$ cat src/hw/sd_defs.svh
`ifndef SD_DEFS_SVH
`define SD_DEFS_SVH

// Card geometry
`define SD_BLOCK_BYTES 512
`define SD_NUM_BLOCKS 8

// Byte address into the whole block store
`define SD_ADDR_BITS $clog2(`SD_NUM_BLOCKS * `SD_BLOCK_BYTES)

// Cycles of miso low after an accepted write
`define SD_BUSY_CYCLES 16

// Filler bytes before a response and before a read token
`define SD_NCR_BYTES 1
`define SD_NAC_BYTES 1

`endif
$ cat src/hw/sd_pkg.sv
package sd_pkg;

  typedef enum logic [5:0] {
    cmd0  = 6'd0,
    cmd8  = 6'd8,
    cmd13 = 6'd13,
    cmd16 = 6'd16,
    cmd17 = 6'd17,
    cmd24 = 6'd24,
    cmd41 = 6'd41,
    cmd55 = 6'd55,
    cmd59 = 6'd59
  } sd_cmd_e;

  typedef enum logic [3:0] {
    wait_cmd,
    ncr_gap,
    send_resp,
    nac_gap,
    send_token,
    send_data,
    send_crc,
    wait_token,
    recv_data,
    recv_crc,
    send_dresp,
    busy
  } sd_state_e;

  // R1 byte with bit 7 always zero
  typedef struct packed {
    logic zero;
    logic param_err;
    logic addr_err;
    logic erase_seq_err;
    logic crc_err;
    logic illegal_cmd;
    logic erase_reset;
    logic idle;
  } sd_r1_t;

endpackage

$ cat src/hw/sd_cmd_if.sv
`timescale 1ns/1ns

interface sd_cmd_if;
  import sd_pkg::*;

  logic        listen;
  logic        valid;
  sd_cmd_e     index;
  logic [31:0] argument;
  logic        crc_ok;
  logic        frame_ok;

  modport rx (
    input  listen,
    output valid, index, argument, crc_ok, frame_ok
  );

  modport ctrl (
    output listen,
    input  valid, index, argument, crc_ok, frame_ok
  );

endinterface

$ cat src/hw/sd_card_ctrl.sv
`timescale 1ns/1ns
`include "sd_defs.svh"

module sd_card_ctrl #(
  parameter bit sdsc = 1'b0
) (
  input  logic                     sck,
  input  logic                     rst,
  input  logic                     cs,
  input  logic                     mosi,
  output logic                     miso,
  output logic                     cmd_error,
  sd_cmd_if.ctrl                   cmd,
  output logic [`SD_ADDR_BITS-1:0] ram_addr,
  output logic                     ram_wr_en,
  output logic [7:0]               ram_wr_data,
  input  logic [7:0]               ram_rd_data,
  output logic                     crc_clear,
  output logic                     crc_shift,
  output logic                     crc_bit,
  input  logic [15:0]              crc
);
  import sd_pkg::*;

  localparam int byte_bits = $clog2(`SD_BLOCK_BYTES);

  sd_state_e                state;
  logic [12:0]              cnt;
  logic [39:0]              resp_sh;
  logic [7:0]               data_sh;
  logic [`SD_ADDR_BITS-1:0] byte_addr;
  logic                     rd_go;
  logic                     wr_go;
  logic                     idle;
  logic                     acmd41_seen;
  logic                     app_cmd;
  logic                     out_bit;

  sd_r1_t      r1;
  logic [31:0] resp_tail;
  logic [12:0] resp_len;
  logic        cmd_rd;
  logic        cmd_wr;
  logic        cmd_bad;
  logic        addr_ok;
  logic [31:0] blk_num;
  logic [31:0] blk_start;
  logic [7:0]  rx_byte;
  logic [15:0] rx_crc;
  logic        crc_match;

  // Standard capacity cards address bytes, others address blocks
  assign blk_num   = sdsc ? (cmd.argument >> byte_bits) : cmd.argument;
  assign blk_start = blk_num * `SD_BLOCK_BYTES;
  assign addr_ok   = (blk_num < `SD_NUM_BLOCKS) &&
                     (!sdsc || cmd.argument[byte_bits-1:0] == '0);

  assign rx_byte   = {data_sh[6:0], mosi};
  assign rx_crc    = {resp_sh[14:0], mosi};
  assign crc_match = (rx_crc == crc);

  always_comb begin
    r1        = '0;
    r1.idle   = idle;
    resp_tail = '1;
    resp_len  = 13'd8;
    cmd_rd    = 1'b0;
    cmd_wr    = 1'b0;
    if (!cmd.crc_ok || !cmd.frame_ok) begin
      r1.crc_err = 1'b1;
    end else begin
      case (cmd.index)
        cmd0, cmd55, cmd59: ;
        cmd8: begin
          // R7 echoes voltage and check pattern
          resp_len  = 13'd40;
          resp_tail = {20'h00000, cmd.argument[11:0]};
        end
        cmd13: begin
          resp_len  = 13'd16;
          resp_tail = {8'h00, 24'hFFFFFF};
        end
        cmd16: r1.param_err = (cmd.argument != `SD_BLOCK_BYTES);
        cmd17: begin
          r1.param_err = !addr_ok;
          cmd_rd       = addr_ok;
        end
        cmd24: begin
          r1.param_err = !addr_ok;
          cmd_wr       = addr_ok;
        end
        cmd41: begin
          r1.illegal_cmd = !app_cmd;
          // Second ACMD41 ends initialization
          if (app_cmd && acmd41_seen) begin
            r1.idle = 1'b0;
          end
        end
        default: r1.illegal_cmd = 1'b1;
      endcase
    end
  end

  assign cmd_bad = r1.crc_err || r1.illegal_cmd;

  always_ff @(posedge sck) begin
    if (rst) begin
      idle        <= 1'b1;
      acmd41_seen <= 1'b0;
      app_cmd     <= 1'b0;
      cmd_error   <= 1'b0;
    end else if (cmd.valid) begin
      idle    <= r1.idle;
      app_cmd <= !cmd_bad && cmd.index == cmd55;
      if (!cmd_bad && cmd.index == cmd41) begin
        acmd41_seen <= 1'b1;
      end
      if (cmd_bad) begin
        cmd_error <= 1'b1;
      end
    end
  end

  always_ff @(posedge sck) begin
    if (rst || cs) begin
      state      <= wait_cmd;
      cmd.listen <= 1'b1;
      cnt        <= '0;
      rd_go      <= 1'b0;
      wr_go      <= 1'b0;
    end else begin
      case (state)
        wait_cmd: begin
          if (cmd.valid) begin
            // Valid cycle is the first gap cycle
            state      <= ncr_gap;
            cmd.listen <= 1'b0;
            cnt        <= 13'(8 * `SD_NCR_BYTES - 2);
            resp_sh    <= {r1, resp_tail};
            rd_go      <= cmd_rd;
            wr_go      <= cmd_wr;
            byte_addr  <= blk_start[`SD_ADDR_BITS-1:0];
          end
        end
        ncr_gap: begin
          cnt <= cnt - 13'd1;
          if (cnt == '0) begin
            state <= send_resp;
            cnt   <= resp_len - 13'd1;
          end
        end
        send_resp: begin
          resp_sh <= {resp_sh[38:0], 1'b1};
          cnt     <= cnt - 13'd1;
          if (cnt == '0) begin
            if (rd_go) begin
              state <= nac_gap;
              cnt   <= 13'(8 * `SD_NAC_BYTES - 1);
            end else if (wr_go) begin
              state <= wait_token;
              cnt   <= 13'd7;
            end else begin
              state      <= wait_cmd;
              cmd.listen <= 1'b1;
            end
          end
        end
        nac_gap: begin
          cnt <= cnt - 13'd1;
          if (cnt == '0) begin
            state <= send_token;
            cnt   <= 13'd7;
          end
        end
        send_token: begin
          cnt <= cnt - 13'd1;
          if (cnt == '0) begin
            state     <= send_data;
            cnt       <= 13'(8 * `SD_BLOCK_BYTES - 1);
            data_sh   <= ram_rd_data;
            byte_addr <= byte_addr + 1'b1;
          end
        end
        send_data: begin
          cnt <= cnt - 13'd1;
          if (cnt == '0) begin
            state <= send_crc;
            cnt   <= 13'd15;
          end else if (cnt[2:0] == 3'd0) begin
            // Next byte was fetched during this one
            data_sh   <= ram_rd_data;
            byte_addr <= byte_addr + 1'b1;
          end else begin
            data_sh <= {data_sh[6:0], 1'b1};
          end
        end
        send_crc: begin
          cnt <= cnt - 13'd1;
          if (cnt == '0) begin
            state      <= wait_cmd;
            cmd.listen <= 1'b1;
          end
        end
        wait_token: begin
          data_sh <= rx_byte;
          cnt     <= (cnt == '0) ? 13'd7 : cnt - 13'd1;
          if (cnt == '0 && rx_byte == 8'hFE) begin
            state <= recv_data;
            cnt   <= 13'(8 * `SD_BLOCK_BYTES - 1);
          end
        end
        recv_data: begin
          data_sh <= rx_byte;
          cnt     <= cnt - 13'd1;
          if (cnt[2:0] == 3'd0) begin
            byte_addr <= byte_addr + 1'b1;
          end
          if (cnt == '0) begin
            state <= recv_crc;
            cnt   <= 13'd15;
          end
        end
        recv_crc: begin
          resp_sh <= {resp_sh[38:0], mosi};
          cnt     <= cnt - 13'd1;
          if (cnt == '0) begin
            state   <= send_dresp;
            cnt     <= 13'd7;
            wr_go   <= crc_match;
            resp_sh <= {(crc_match ? 8'h05 : 8'h0B), 32'hFFFFFFFF};
          end
        end
        send_dresp: begin
          resp_sh <= {resp_sh[38:0], 1'b1};
          cnt     <= cnt - 13'd1;
          if (cnt == '0) begin
            if (wr_go) begin
              state <= busy;
              cnt   <= 13'(`SD_BUSY_CYCLES - 1);
            end else begin
              state      <= wait_cmd;
              cmd.listen <= 1'b1;
            end
          end
        end
        busy: begin
          cnt <= cnt - 13'd1;
          if (cnt == '0) begin
            state      <= wait_cmd;
            cmd.listen <= 1'b1;
          end
        end
        default: begin
          state      <= wait_cmd;
          cmd.listen <= 1'b1;
        end
      endcase
    end
  end

  // Bytes are written as their last bit arrives
  assign ram_addr    = byte_addr;
  assign ram_wr_en   = (state == recv_data) && (cnt[2:0] == 3'd0);
  assign ram_wr_data = rx_byte;

  assign crc_clear = (state == send_token) || (state == wait_token);
  assign crc_shift = (state == send_data) || (state == recv_data);
  assign crc_bit   = (state == send_data) ? data_sh[7] : mosi;

  always_comb begin
    case (state)
      send_resp, send_dresp: out_bit = resp_sh[39];
      send_token:            out_bit = (cnt != '0);
      send_data:             out_bit = data_sh[7];
      send_crc:              out_bit = crc[cnt[3:0]];
      busy:                  out_bit = 1'b0;
      default:               out_bit = 1'b1;
    endcase
  end

  assign miso = cs | out_bit;

endmodule

$ cat src/flat_wrapper.sv
// flat-port wrapper written by rule: the top's interface ports become plain ports
module sd_card_ctrl_flat import sd_pkg::*;
#(
  parameter bit sdsc = 1'b0
)
  (sck, rst, cs, mosi, miso, cmd_error, ram_addr, ram_wr_en, ram_wr_data, ram_rd_data, crc_clear, crc_shift, crc_bit, crc, cmd_listen, cmd_valid, cmd_index, cmd_argument, cmd_crc_ok, cmd_frame_ok);
  sd_cmd_if cmd_i ();
  input  logic sck;
  input  logic rst;
  input  logic cs;
  input  logic mosi;
  output logic miso;
  output logic cmd_error;
  output logic [`SD_ADDR_BITS-1:0] ram_addr;
  output logic ram_wr_en;
  output logic [7:0] ram_wr_data;
  input  logic [7:0] ram_rd_data;
  output logic crc_clear;
  output logic crc_shift;
  output logic crc_bit;
  input  logic [15:0] crc;
  output wire logic [$bits(cmd_i.listen)-1:0] cmd_listen;
  input wire logic [$bits(cmd_i.valid)-1:0] cmd_valid;
  input wire logic [$bits(cmd_i.index)-1:0] cmd_index;
  input wire logic [$bits(cmd_i.argument)-1:0] cmd_argument;
  input wire logic [$bits(cmd_i.crc_ok)-1:0] cmd_crc_ok;
  input wire logic [$bits(cmd_i.frame_ok)-1:0] cmd_frame_ok;
  assign cmd_listen = cmd_i.listen;
  assign cmd_i.valid = cmd_valid;
  assign cmd_i.index = cmd_index;
  assign cmd_i.argument = cmd_argument;
  assign cmd_i.crc_ok = cmd_crc_ok;
  assign cmd_i.frame_ok = cmd_frame_ok;
  sd_card_ctrl #(.sdsc(sdsc)) u_core (.sck(sck), .rst(rst), .cs(cs), .mosi(mosi), .miso(miso), .cmd_error(cmd_error), .cmd(cmd_i), .ram_addr(ram_addr), .ram_wr_en(ram_wr_en), .ram_wr_data(ram_wr_data), .ram_rd_data(ram_rd_data), .crc_clear(crc_clear), .crc_shift(crc_shift), .crc_bit(crc_bit), .crc(crc));
endmodule
$ cat config.mk
export PLATFORM = sky130hd
export DESIGN_NAME = sd_card_ctrl_flat
export DESIGN_NICKNAME = d
export VERILOG_FILES = /design/src/hw/sd_pkg.sv /design/src/hw/sd_cmd_if.sv /design/src/hw/sd_card_ctrl.sv /design/src/flat_wrapper.sv
export VERILOG_INCLUDE_DIRS = /design/src /design/src/hw
export SDC_FILE = /design/constraint.sdc
export NUM_CORES = 1
export LEC_CHECK = 0
export BUFFER_PORTS_ARGS = -buffer_cell sky130_fd_sc_hd__buf_2
export CAP_MARGIN = 30
export CORE_MARGIN = 2
export CORE_UTILIZATION = 30
export CTS_CLUSTER_DIAMETER = 80
export DETAILED_ROUTE_END_ITERATION = 7
export PLACE_DENSITY = 0.5
export REMOVE_ABC_BUFFERS = 1
export SYNTH_ARGS = -nofsm -noshare
export SYNTH_HDL_FRONTEND = slang
export SYNTH_SLANG_ARGS = --single-unit
$ cat constraint.sdc
create_clock -name sck -period 11.6 [get_ports sck]
set_input_delay 1.16 -clock sck [delete_from_list [all_inputs] [get_ports sck]]
set_output_delay 1.16 -clock sck [all_outputs]
set_load 0.02 [all_outputs]
# --- Word-level counts from Yosys, hierarchy flattened ---
# Cells that the tools add are included.
totals:
  reg_bits: 84
  input_bits: 69
  out_inout_bits: 27
  word_cells: 168
classes:
  addsub: 3
  n_lt_le_gt_ge: 2
  eq_ne: 35
  mux: 70
  bitwise_logic: 3
  n_reduce_logical: 43
op_table:
  columns: ["op", "count"]
  rows:
  - ["$mux W13", 12]
  - ["$pmux W40 S3", 1]
  - ["$pmux W13 S9", 1]
  - ["$mux W40", 2]
  - ["$pmux W32 S2", 1]
  - ["$mux W4", 14]
  - ["$mux W12", 4]
  - ["$pmux W12 S4", 1]
  - ["$pmux W4 S11", 1]
  - ["$lt A32 B4 Y1 const B", 1]
  - ["$mux W32", 1]
  - ["$ne A32 B10 Y1 const B", 1]
  - ["$sub A13 B1 Y13 const B", 2]
  - ["$mux W8", 3]
  - ["$pmux W8 S3", 1]
  - ["$mux W1", 20]
  - ["$ne A2 B1 Y1 const B", 10]
  - ["$eq A6 B5 Y1 const B", 3]
  - ["$eq A6 B6 Y1 const B", 3]
  - ["$eq A16 B16 Y1", 1]
  - ["$eq A4 B3 Y1 const B", 4]
  - ["$eq A4 B4 Y1 const B", 4]
  - ["$logic_not A13 Y1", 1]
  - ["$reduce_bool A13 Y1", 1]
  - ["other kinds (33)", 63]

# --- Logic depth before layout (Yosys ltp) ---
logic_depth:
  ltp_word: 8
  depth_mapped: 10
  depth_no_buf: 9

# --- Least setup slack after synthesis ---
# Ideal clock, no wire load.
synth_path:
  path_kind: "input to register"
  from: "in rst"
  to: "reg u_core.resp_sh[0], enable pin"
  setup_time_ns: 0.451
  arrival_time_ns: 3.806
  t_required_ns: 11.149
  setup_slack_ns: 7.343
  stages: 4
  path_buffers: 2
  path_cell_list: "or2_2 -> buf_1 -> clkbuf_1 -> a21oi_1"
synth_between:
  elab_chain_cells: 3
synth_lines:
  columns: ["element", "line", "text"]
  rows:
  - ["from (decl)", "flat_wrapper.sv:9", "input logic rst;"]
  - ["$logic_or A1 B1 Y1", "sd_card_ctrl.sv:125", "if (rst || cs) begin"]
  - ["$not A1 Y1 (no line)", null, null]
  - ["$reduce_and A3 Y1 (no line)", null, null]
  - ["to (signal assigned)", "sd_card_ctrl.sv:139", "resp_sh <= {r1, resp_tail};"]
  - ["to (signal assigned)", "sd_card_ctrl.sv:153", "resp_sh <= {resp_sh[38:0], 1'b1};"]
  - ["to (signal assigned)", "sd_card_ctrl.sv:224", "resp_sh <= {resp_sh[38:0], mosi};"]
  - ["to (decl)", "sd_card_ctrl.sv:29", "logic [39:0] resp_sh;"]
# No other way between the ends.
# A chain may end at the register's enable or synchronous reset.

# --- Worst setup path in the final report ---
layout_path:
  from: "reg u_core.cnt[0]"
  to: "out miso"
layout_between:
  elab_chain_cells: 4
  word_cells_on_any_way: 5
  classes_between: "mux (3); bitwise (1); reduce/logical (1)"
layout_lines:
  columns: ["element", "line", "text"]
  rows:
  - ["from (decl)", "sd_card_ctrl.sv:28", "logic [12:0] cnt;"]
  - ["from (signal assigned)", "sd_card_ctrl.sv:138", "cnt <= 13'(8 * `SD_NCR_BYTES - 2);"]
  - ["from (signal assigned)", "sd_card_ctrl.sv:146", "cnt <= cnt - 13'd1;"]
  - ["from (signal assigned)", "sd_card_ctrl.sv:149", "cnt <= resp_len - 13'd1;"]
  - ["$bmux W1 S4", "sd_card_ctrl.sv:275", "send_crc: out_bit = crc[cnt[3:0]];"]
  - ["$mux W1 (not written as such)", "sd_card_ctrl.sv:275", null]
  - ["$pmux W1 S5 *", "sd_card_ctrl.sv:271", "case (state)"]
  - ["$or A1 B1 Y1 *", "sd_card_ctrl.sv:281", "assign miso = cs | out_bit;"]
  - ["to (decl)", "flat_wrapper.sv:12", "output logic miso;"]
# Every way passes the cells marked *; elsewhere a longest branch is shown, timed or not. The select of a mux whose other input is x is not followed.

==> reports/qor.yml <==
timing:
  drv_slew: 0
  hold-worst-slack_ns: 0.471
  setup_viol: 0
  period_share: 0.335
  rsz0062_at_grt: "false"
  max_slew_margin: 0.469
  setup_ws_ns: 7.72
  fmax_mhz: 258
  worst_pin_slew_ns: 0.797
  totalNegativeSetupSlack_ns: 0
  fin_crit_ns: 3.88
  hold_viol: 0
  skew_ns: 0.00773
floorplan:
  core_area_mm2: 0.0166
  initial_core_util: 0.308
  ios: 96
  core.rowCount: 47
  dieArea_mm2: 0.0181
  die_h_um: 134
  die_w_um: 134
placement:
  place_ws_ns: 7.76
  postPlaceCellArea_mm2: 0.00573
  hpwl_mm: 10.4
  io_buffers: 95
  gp_congestion: 0.836
setup_path:
  crit_buf_inv: 3
  path_depth: 9
  worst_path_max_delay_cell: "dfxtp_1"
  r2r_cells: 7
  critPathKind: "register to output pin"
  cp.arrival_ns: 2.72
  cp-start-kind: "register"
  end_kind: "output pin"
  crit_chain: "inv_1 > ha_1 > nor4b_1 > nor4b_2 > buf_4 > o21ai_0 > a2111oi_0 > nand2_1 > buf_2"
  critPathTopFamily: "simple AND/OR/NAND/NOR gates"
  cpPeakStageDelay_ns: 0.42
  required_ns: 10.44
  path_max_fanout: 13
power:
  p_leak_uw: 0.00216
  power_density_mw_per_mm2: 126
  peakVddDrop_mv: 0.0772
clock_network:
  clk_latency_ns: 0.35
  postCtsSetupBuffers: 0
  hold_buffers: 0
  h-tree-depth: 3
  cts_tree: "done"
  cts_buffers: 9
  cts_root_buf: "clkbuf_16"
  clock-sinks: 84
  cts-resized-gates: 0
  clkTransAtPathRegs_ns: 0.06
  clockBufferDepth: 2
cells_and_area:
  nets: 701
  area_delta_synth_final_pct: 17.8
  multi_input_area_mm2: 0.00258
  diodes: 0
  design_area_mm2: 0.00601
  seqCellArea_mm2: 0.00228
  drive_gt1_frac: 0.217
  fill_cells: 1717
global_routing:
  grt-ovfl-total: 0
  antenna_found_initial: 0
  grt_max_degree: 34
  track_usage: 0.155
  grt_pass1_wl_mm: 21.9
  grt_pass1_vias: 4173
routing:
  wl_per_cell_um: 16.4
  final_antenna_net_count: 0
  drc: 0
  via_count: 4469
  routed_wl_mm: 13.9
  viasPerCell: 5.26
  drt_iter0_markers: 335
  firstDrtPassIters: 5
synth:
  synth.area.top_cells: "edfxtp_1 35%, dfxtp_1 9.4%, nand2_1 6.5%"
  syn_avg_cell_area_um2: 9.19
  synth_top_cell_by_area: "edfxtp_1"
  yosys_register_bits: 84
  async_flop_share: 0
  synth_edf_count: 60
  seq_area_frac_synth: 0.447
  synth_common_cells: "88 x nand2_1, 60 x edfxtp_1, 42 x nor2_1, 34 x nand3_1, 28 x clkbuf_1"
  ys.flop_type: "edfxtp_1"
  yosysMostFrequentCell: "nand2_1"
  synth_warnings: 0
  yosysUniqueCellTypes: 65
  synth_top_area_frac: 0.353
  synth_area_mm2: 0.00510
  synthCells: 555
hold_path:
  whs_path_depth: 2
  worst_hold_path_type: "register to register"
flow_run:
  cap_violations: 0
outcome:
  outcome: "finished, final reports clean"
[where the power goes]
group | internal [uW] | switching, uW
Clock | 146 | 126
Combinational | 56.0 | 88.3
Sequential | 333 | 9.86
Total | 535 | 224
[layer usage]
layer  vias up  GRT usage  share of wire
met2       147      0.251           0.48
li1       2181          -              -
met1      2121      0.206           0.45
met3        20     0.0223          0.044
met4         0     0.0673          0.021
met5         -          0              0
[worst register-to-register path, cell delays in order (launching register included)]
cell	delay, ns
dfxtp_1	0.42
inv_1	0.15
ha_1	0.18
nor4b_1	0.32
or4b_1	0.69
o21ai_0	0.24
nand3_1	0.10
a21oi_1	0.61
[metrics by stage]
step | utilization | instances | total power [uW]
after detailed placement | 0.346 | 835 | 493
final | 0.362 | 850 | 759
after global routing | 0.362 | 850 | 793
after CTS | 0.362 | 850 | 765
after global placement | 0.344 | 833 | 489
after floorplan | - | 513 | 438
[final cells by class]
| cell class | count | share of cell area |
|---|---|---|
| Clock buffer | 9 | 0.0375 |
| Clock inverter | 6 | 0.00812 |
| Inverter | 13 | 0.00812 |
| Multi-Input combinational cell | 416 | 0.430 |
| Sequential cell | 84 | 0.380 |
| Tap cell | 220 | 0.0458 |
| Timing Repair Buffer | 102 | 0.0908 |
[worst paths after layout]
path	start	to	slack [ns]
worst max-delay path	u_core.cnt[0]	miso	7.72
worst min-delay path	u_core.app_cmd	u_core.app_cmd	0.47
worst max register to register	u_core.cnt[0]	u_core.data_sh[2]	8.51
worst min register to register	u_core.app_cmd	u_core.app_cmd	0.47
[kinds of logic after synthesis]
logic type	share of synthesized area
buffers and inverters	0.0483
XOR/XNOR	0.0584
flip-flops	0.447
multiplexers	0.0415
AO/OA/AOI/OAI	0.160
AND/OR/NAND/NOR	0.230
adder cells (fa/ha/maj)	0.0147
[cell usage in the layout, fill, tap and decap left out, types with 5 or more instances in the layout]
| cell | instances |
|---|---|
| buf_2 | 96 |
| nand2_1 | 88 |
| edfxtp_1 | 60 |
| nor2_1 | 42 |
| nand3_1 | 34 |
| a21oi_1 | 26 |
| o21ai_0 | 26 |
| dfxtp_1 | 24 |
| xor2_1 | 23 |
| nor4_1 | 16 |
| a21o_1 | 14 |
| inv_1 | 13 |
| xnor2_1 | 11 |
| clkbuf_16 | 9 |
| nor3_1 | 8 |
| nand2b_1 | 7 |
| nand4_1 | 7 |
| mux2_2 | 7 |
| nor2b_1 | 6 |
| and2_1 | 6 |
| a31oi_1 | 6 |
| ha_1 | 6 |
| mux4_2 | 5 |
| a221oi_1 | 5 |
| buf_4 | 5 |
[state kept, by name, indices dropped and copies added, names as in the netlist]
register / flops
u_core.state: 4
u_core.rd_go: 1
u_core.resp_sh: 40
u_core.cnt: 13
u_core.cmd_error: 1
u_core.app_cmd: 1
u_core.idle: 1
u_core.data_sh: 8
u_core.wr_go: 1
u_core.cmd.listen: 1
u_core.acmd41_seen: 1
u_core.ram_addr: 12
Note: power is estimated with default switching activity, not from simulation.
